File: config.mk
export PLATFORM = sky130hd
export DESIGN_NAME = hb_interp_top
export DESIGN_NICKNAME = d
export VERILOG_FILES = /design/src/common/dsp_types_pkg.sv /design/src/common/hb_coeff_pkg.sv /design/src/hw/hb_interp_top.sv /design/src/halfband/halfband_stage.sv /design/src/halfband/hb_product_tree.sv /design/src/hw/rate_strobe_gen.sv
export SDC_FILE = /design/constraint.sdc
export NUM_CORES = 2
export LEC_CHECK = 0
export BUFFER_PORTS_ARGS = -buffer_cell sky130_fd_sc_hd__buf_2
export CORE_MARGIN = 3
export CORE_UTILIZATION = 50
export CTS_CLUSTER_DIAMETER = 60
export CTS_CLUSTER_SIZE = 40
export DETAILED_ROUTE_END_ITERATION = 12
export GPL_ROUTABILITY_DRIVEN = 0
export PLACE_DENSITY = 0.65
export SLEW_MARGIN = 0
export SYNTH_ARGS = -nofsm -noshare
export SYNTH_HDL_FRONTEND = slang
export SYNTH_SLANG_ARGS = --single-unit
File: constraint.sdc
create_clock -name sys_clk -period 9.34 [get_ports sys_clk]
set_clock_uncertainty 0.1 [all_clocks]
set_input_delay 0 -clock sys_clk [delete_from_list [all_inputs] [get_ports sys_clk]]
set_output_delay 0 -clock sys_clk [all_outputs]
set_load 0.01 [all_outputs]
File: src/common/dsp_types_pkg.sv
package dsp_types_pkg;

    // datapath widths
    localparam int SAMPLE_W  = 18;
    localparam int COEFF_W   = 18;
    localparam int PRODUCT_W = SAMPLE_W + COEFF_W;

    // product bits kept after the multiply
    // 2s34 product down to a 1s17 sum term
    localparam int PRODUCT_KEEP_MSB = PRODUCT_W - 2;
    localparam int PRODUCT_KEEP_LSB = COEFF_W - 1;

    // samples at every datapath port
    // 1s17 at the chain edges, 2s16 inside the delay line
    typedef logic signed [SAMPLE_W-1:0] sample_t;

    // filter coefficient, 0s18
    typedef logic signed [COEFF_W-1:0] coeff_t;

    // full multiplier result, 2s34
    typedef logic signed [PRODUCT_W-1:0] product_t;

endpackage
File: src/common/hb_coeff_pkg.sv
package hb_coeff_pkg;

    import dsp_types_pkg::*;

    // filter length
    localparam int NUM_TAPS = 15;

    // seven folded pairs plus the center tap
    localparam int NUM_UNIQUE = (NUM_TAPS + 1) / 2;

    // first stage, runs at half rate
    // entry i weights taps i and NUM_TAPS-1-i, last entry is the center
    localparam coeff_t HB1_COEFFS [NUM_UNIQUE] = '{
        -18'sd348,
        18'sd0,
        18'sd3274,
        18'sd0,
        -18'sd15925,
        18'sd0,
        18'sd78535,
        18'sd131071
    };

    // second stage, runs on every enabled cycle
    // slightly wider transition band than the first stage
    localparam coeff_t HB2_COEFFS [NUM_UNIQUE] = '{
        -18'sd322,
        18'sd0,
        18'sd3144,
        18'sd0,
        -18'sd15695,
        18'sd0,
        18'sd78408,
        18'sd131071
    };

endpackage

File: src/hw/hb_interp_top.sv
`timescale 1ns/100ps

module hb_interp_top
    import dsp_types_pkg::*;
#(
    parameter int STAGE1_ID = 1,
    parameter int STAGE2_ID = 2
) (
    input  logic    sys_clk,
    input  logic    reset,
    input  sample_t in_sample,
    output logic    sample_en,
    output sample_t out_sample
);

    logic    half_en;
    logic    run_en;
    sample_t hb1_out;

    rate_strobe_gen u_strobe (
        .sys_clk   (sys_clk),
        .reset     (reset),
        .sample_en (sample_en),
        .half_en   (half_en),
        .run_en    (run_en)
    );

    // first 2x, input at quarter rate, steps at half rate
    halfband_stage #(
        .STAGE_ID (STAGE1_ID)
    ) u_hb1 (
        .sys_clk    (sys_clk),
        .reset      (reset),
        .step_en    (half_en),
        .load_en    (sample_en),
        .in_sample  (in_sample),
        .out_sample (hb1_out)
    );

    // second 2x, picks up stage 1 every cycle and steps every cycle
    halfband_stage #(
        .STAGE_ID (STAGE2_ID)
    ) u_hb2 (
        .sys_clk    (sys_clk),
        .reset      (reset),
        .step_en    (run_en),
        .load_en    (run_en),
        .in_sample  (hb1_out),
        .out_sample (out_sample)
    );

endmodule

File: src/halfband/halfband_stage.sv
`timescale 1ns/100ps

module halfband_stage
    import dsp_types_pkg::*;
    import hb_coeff_pkg::*;
#(
    parameter int STAGE_ID = 1
) (
    input  logic    sys_clk,
    input  logic    reset,
    input  logic    step_en,
    input  logic    load_en,
    input  sample_t in_sample,
    output sample_t out_sample
);

    // index of the unpaired middle tap
    localparam int CENTER = NUM_UNIQUE - 1;

    sample_t held_sample;
    logic    stuff_phase;
    sample_t stuffed;
    sample_t halved;
    sample_t delay_line  [NUM_TAPS];
    sample_t folded_taps [NUM_UNIQUE];

    // latest input sample, refreshed on load_en
    always_ff @(posedge sys_clk) begin
        if (reset) begin
            held_sample <= '0;
        end else if (load_en) begin
            held_sample <= in_sample;
        end
    end

    // even phase passes the sample, odd phase inserts a zero
    always_ff @(posedge sys_clk) begin
        if (reset) begin
            stuff_phase <= 1'b0;
        end else if (step_en) begin
            stuff_phase <= ~stuff_phase;
        end
    end

    assign stuffed = stuff_phase ? '0 : held_sample;

    // 1s17 to 2s16 so the pre-add cannot overflow
    assign halved = stuffed >>> 1;

    always_ff @(posedge sys_clk) begin
        if (reset) begin
            delay_line <= '{default: '0};
        end else if (step_en) begin
            delay_line[0] <= halved;
            for (int t = 1; t < NUM_TAPS; t++) begin
                delay_line[t] <= delay_line[t-1];
            end
        end
    end

    // symmetric taps share a coefficient, so add them first
    always_ff @(posedge sys_clk) begin
        if (reset) begin
            folded_taps <= '{default: '0};
        end else if (step_en) begin
            for (int k = 0; k < CENTER; k++) begin
                folded_taps[k] <= delay_line[k] + delay_line[NUM_TAPS-1-k];
            end
            folded_taps[CENTER] <= delay_line[CENTER];
        end
    end

    hb_product_tree #(
        .STAGE_ID (STAGE_ID)
    ) u_tree (
        .sys_clk     (sys_clk),
        .reset       (reset),
        .step_en     (step_en),
        .folded_taps (folded_taps),
        .tree_sum    (out_sample)
    );

endmodule

File: src/halfband/hb_product_tree.sv
`timescale 1ns/100ps

module hb_product_tree
    import dsp_types_pkg::*;
    import hb_coeff_pkg::*;
#(
    parameter int STAGE_ID = 1
) (
    input  logic    sys_clk,
    input  logic    reset,
    input  logic    step_en,
    input  sample_t folded_taps [NUM_UNIQUE],
    output sample_t tree_sum
);

    localparam int NUM_PAIRS = NUM_UNIQUE / 2;
    localparam int NUM_QUADS = NUM_UNIQUE / 4;

    product_t products  [NUM_UNIQUE];
    sample_t  scaled    [NUM_UNIQUE];
    sample_t  pair_sum  [NUM_PAIRS];
    sample_t  quad_sum  [NUM_QUADS];
    sample_t  total_sum;

    // 0s18 coefficient times 2s16 folded tap gives 2s34
    for (genvar i = 0; i < NUM_UNIQUE; i++) begin : g_mult
        localparam coeff_t COEFF = (STAGE_ID == 2) ? HB2_COEFFS[i] : HB1_COEFFS[i];

        assign products[i] = COEFF * folded_taps[i];
        // drop the redundant sign bit and the low half, leaves 1s17
        assign scaled[i] = products[i][PRODUCT_KEEP_MSB:PRODUCT_KEEP_LSB];
    end

    // adder tree, one register per level, sums wrap
    always_ff @(posedge sys_clk) begin
        if (reset) begin
            pair_sum  <= '{default: '0};
            quad_sum  <= '{default: '0};
            total_sum <= '0;
            tree_sum  <= '0;
        end else if (step_en) begin
            for (int p = 0; p < NUM_PAIRS; p++) begin
                pair_sum[p] <= scaled[2*p] + scaled[2*p+1];
            end
            for (int q = 0; q < NUM_QUADS; q++) begin
                quad_sum[q] <= pair_sum[2*q] + pair_sum[2*q+1];
            end
            total_sum <= quad_sum[0] + quad_sum[1];
            // output register of the stage
            tree_sum  <= total_sum;
        end
    end

endmodule

File: src/hw/rate_strobe_gen.sv
`timescale 1ns/100ps

module rate_strobe_gen (
    input  logic sys_clk,
    input  logic reset,
    output logic sample_en,
    output logic half_en,
    output logic run_en
);

    // quarter-cycle position of the current sys_clk cycle
    logic [1:0] phase_cnt;

    // set on the first cycle after reset, stays set
    logic run_flag;

    always_ff @(posedge sys_clk) begin
        if (reset) begin
            run_flag <= 1'b0;
        end else begin
            run_flag <= 1'b1;
        end
    end

    // counter only advances once the chain is running
    always_ff @(posedge sys_clk) begin
        if (reset) begin
            phase_cnt <= 2'd0;
        end else if (run_flag) begin
            phase_cnt <= phase_cnt + 2'd1;
        end
    end

    // full rate step for the second stage
    assign run_en = run_flag;

    // odd phases, 2nd cycle after reset onwards
    assign half_en = run_flag && phase_cnt[0];

    // last phase of four, lines up with a half_en pulse
    assign sample_en = run_flag && (phase_cnt == 2'd3);

endmodule

==> results by group <==
Timing
  – Period utilization: 94.1%
  – Slew margin rel.: 21.3%
  – Fin crit period: between 8 and 9 ns
  – Final Max Tran Viols: 0
  – Total negative setup slack: 0 ns
  – Setup repair after global routing missed its margin: no
  – Final hold violation count: 0
  – Slew at the pin closest to its max-slew limit: 1.18 ns
  – Setup-failing EPs final: 0
  – Fmax: about 110 MHz

Setup path
  – Setup crit start kind: flop
  – Reg2Reg Setup Slack: 0.55 ns
  – Critical-path top delay cell: fa_1
  – Worst r2r src: u_hb1.delay_line[114]$_SDFFE_PP0P_
  – Arrival @ worst endpoint: 9.32 ns
  – CP Capture Type: flop
  – CP max stage delay: between 0.5 and 0.6 ns
  – CP Data Required Time: 9.87 ns
  – Most common cell on crit path: fa_1
  – Critical Path Fanout Max: 8
  – R2R cell count: 31
  – Critical R2R Capture: u_hb1.u_tree.pair_sum[17]$_SDFFE_PP0P_
  – Crit Path Class: flop to flop

Synthesis
  – Synth top area share: 23.5%
  – Number of distinct library cells after synthesis: 81
  – Synth top area cells: dfxtp_1, ha_1, fa_1, inv_1, nand2_1
  – Gate Count Post-Synth: 9,088
  – Prevailing post-synth register cell: dfxtp_1
  – Synth Register Bits: 953
  – Sequential area share after synthesis: 23.5%
  – Synth area leader: dfxtp_1
  – Async set or reset register ratio after synthesis: 0%
  – EDFF count, synth: 0
  – Mapped Area: between 0.08 and 0.09 mm^2
  – Synthesized net count: 11,200
  – Avg Cell Area, Syn: 8.95 um^2
  – Yosys synthesis warning count: 0

Cells and area
  – Synthesis-to-layout area growth: 6.99%
  – Nets: approximately 11,000
  – Fin area: 0.0870 mm^2
  – Share of cells above drive strength 1: 3.26%

Placed design
  – Placed Area: 0.0836 mm^2
  – Port buffer count: 37
  – DP HPWL: 139,000 um

Worst hold path
  – Worst hold path depth: 3
  – Hold Startpoint: reset
  – Hold Crit Endpoint: u_hb2.u_tree.pair_sum[8]$_SDFFE_PP0P_
  – Min-delay worst type: input pin to flop

Detailed routing
  – Drt pass-1 iters: 5
  – # DRC: 0
  – DRT antenna net count: 0
  – 1st-iter DRT viols: 2,558
  – Drt total wl: between 150,000 and 200,000 um
  – Avg WL per Cell: about 16 um
  – Vias: 58,400
  – Vias/cell: 5.19

Global route
  – Grt total ovfl: 0
  – Global Route Usage Sum: 21.3%
  – Initial antenna violation count: 0
  – Largest net degree at the start of global routing: around 190
  – Vias in the first global route: approximately 59,000
  – Global-route wire length before repair: 298,000 um

Clock network
  – TritonCTS clock tree: built
  – Worst-case clock buffer depth: 3
  – Skew-Pair Late Insertion Delay: 0.71 ns
  – Root Driver: clkbuf_16
  – Clock H-tree levels: 3
  – Clock slew at reported path FFs: 0.09 ns
  – Clock sink total: 953
  – CTS buffer count: 80

Die
  – Die height: 409 um
  – Die area: 0.167 mm^2
  – Number of I/O pins: 39
  – FP Rows: 147
  – Starting Density: 50.5%
  – Core ar.: 0.161 mm^2
  – Die W: 409 um

Power
  – Worst vdd ir: between 0.1 and 0.15 mV
  – Pwr Density: 102 mW/mm^2
  – Leakage: around 45 nW

Run
  – Max Cap Viol: 0

Outcome
  – Status: completed
critical path, delay by kind of cell, from the launching register on:
kind	cells	cell delay, ns
and+or+nand+nor	3	0.39
AOI/OAI and AO/OA	13	3.08
DFF	1	0.52
buffers and inverters	4	0.27
xor gates and xnor gates	4	1.14
adders and majority gates	7	3.22
metrics by stage:
stage	total power [mW]	hold slack, ns	worst slack (ns)	cells	util [%]
floorplan	4.92	0.0360	1.21	9088	-
global placement	5.11	0.141	0.523	11100	51.9
detailed placement	5.13	0.152	0.302	11100	51.9
CTS	8.97	0.173	0.236	11200	54.0
global route	9.23	0.214	0.0314	11200	54.0
finish	8.86	0.227	0.551	11200	54.0
cell usage in the layout, fill, tap and decap left out, types with 156 or more instances in the layout:
cell type | synthesis | routed
fa_1 | 670 | 669
ha_1 | 1385 | 1385
a21oi_1 | 625 | 624
inv_1 | 1521 | 1520
xor2_1 | 156 | 156
dfxtp_1 | 953 | 952
nor2_1 | 674 | 672
o21ai_0 | 255 | 255
nand2_1 | 958 | 956
xnor2_1 | 237 | 236
mux2i_1 | 344 | 344
kinds of logic (layout without fill, tap and decap cells):
logic type	count (synthesis)	after routing	synth area share, %
compound gates	1449	1449	11.0
mux	348	348	4.29
xor+xnor	394	394	4.26
other cells	0	1	0
flops	953	953	23.5
fa+ha+maj	2056	2056	37.8
buf+inv	1798	1785	8.30
simple gates	2090	2090	10.8
repair_timing:
item	CTS	global route
resized for setup	0	6
hold endpoints to repair	82	0
hold buffers	35	0
setup buffers	0	0
setup endpoints to repair	0	4
synth_stat cells, types with 20 or more instances:
| cell | instances |
|---|---|
| o21ai_0 | 255 |
| nand4_1 | 26 |
| nand2b_1 | 38 |
| xnor2_1 | 237 |
| nor3_1 | 116 |
| nand2_1 | 958 |
| a22o_1 | 33 |
| and2_1 | 20 |
| or3_1 | 32 |
| nand3_1 | 74 |
| a21oi_1 | 625 |
| a211oi_1 | 58 |
| a21boi_0 | 27 |
| nor2_1 | 674 |
| o21a_1 | 62 |
| and3_1 | 31 |
| dfxtp_1 | 953 |
| a21o_1 | 113 |
| o21bai_1 | 30 |
| buf_1 | 52 |
| xor2_1 | 156 |
| a31oi_1 | 27 |
| mux2i_1 | 344 |
| fa_1 | 670 |
| ha_1 | 1385 |
| or2_2 | 22 |
| o31ai_1 | 25 |
| nor2b_1 | 46 |
| inv_1 | 1521 |
| clkbuf_1 | 221 |
report_power, final:
group	internal (mW)	total (mW)	switching, mW
combinational	0.335	0.864	0.530
sequential	4.12	4.18	0.0566
clock	1.90	3.82	1.92
area by class of cell:
class | count | area, um^2
Multi-Input combinational cell | 6337 | 55500
Fill cell | 14900 | 74100
Antenna cell | 1 | 2.50
Clock inverter | 66 | 1020
Clock buffer | 82 | 2030
Inverter | 1525 | 5730
Timing Repair Buffer | 112 | 896
Tap cell | 2160 | 2700
Sequential cell | 953 | 19100
per-layer routing:
metal	part of all wire (%)	track usage, %	vias to the layer above
met5	0	0	-
met1	46	27.8	28000
li1	-	-	29600
met4	2.6	5.18	0
met2	49	37.9	554
met3	2.1	2.05	230
worst max path at each step:
| stage | slack, ns | cells past startpoint | endpoint | start |
|---|---|---|---|---|
| 2_1_floorplan | 1.21 | 32 | u_hb1.u_tree.pair_sum[17]$_SDFFE_PP0P_ | u_hb1.delay_line[114]$_SDFFE_PP0P_ |
| 3_3_place_gp | 0.52 | 33 | u_hb1.u_tree.pair_sum[17]$_SDFFE_PP0P_ | u_hb1.delay_line[116]$_SDFFE_PP0P_ |
| 3_5_place_dp | 0.30 | 33 | u_hb1.u_tree.pair_sum[17]$_SDFFE_PP0P_ | u_hb1.delay_line[116]$_SDFFE_PP0P_ |
| 4_1_cts | 0.24 | 33 | u_hb1.u_tree.pair_sum[17]$_SDFFE_PP0P_ | u_hb1.delay_line[116]$_SDFFE_PP0P_ |
| 5_1_grt | 0.03 | 34 | u_hb1.u_tree.pair_sum[17]$_SDFFE_PP0P_ | u_hb1.delay_line[116]$_SDFFE_PP0P_ |
| 6_report | 0.55 | 31 | u_hb1.u_tree.pair_sum[17]$_SDFFE_PP0P_ | u_hb1.delay_line[114]$_SDFFE_PP0P_ |
state kept, by name, indices dropped and copies added, names as in the netlist, 2 cells and up:
signal / flops
u_hb2.folded_taps: 72
u_hb2.u_tree.quad_sum: 36
u_hb1.u_tree.total_sum: 17
u_hb2.u_tree.pair_sum: 59
u_hb1.held_sample: 17
u_hb2.u_tree.tree_sum: 18
u_hb1.u_tree.pair_sum: 59
u_hb2.held_sample: 17
u_strobe.phase_cnt: 2
u_hb1.u_tree.tree_sum: 17
u_hb2.u_tree.total_sum: 18
u_hb1.delay_line: 255
u_hb1.folded_taps: 72
u_hb1.u_tree.quad_sum: 36
u_hb2.delay_line: 255
(Power assumes the default switching activity.)
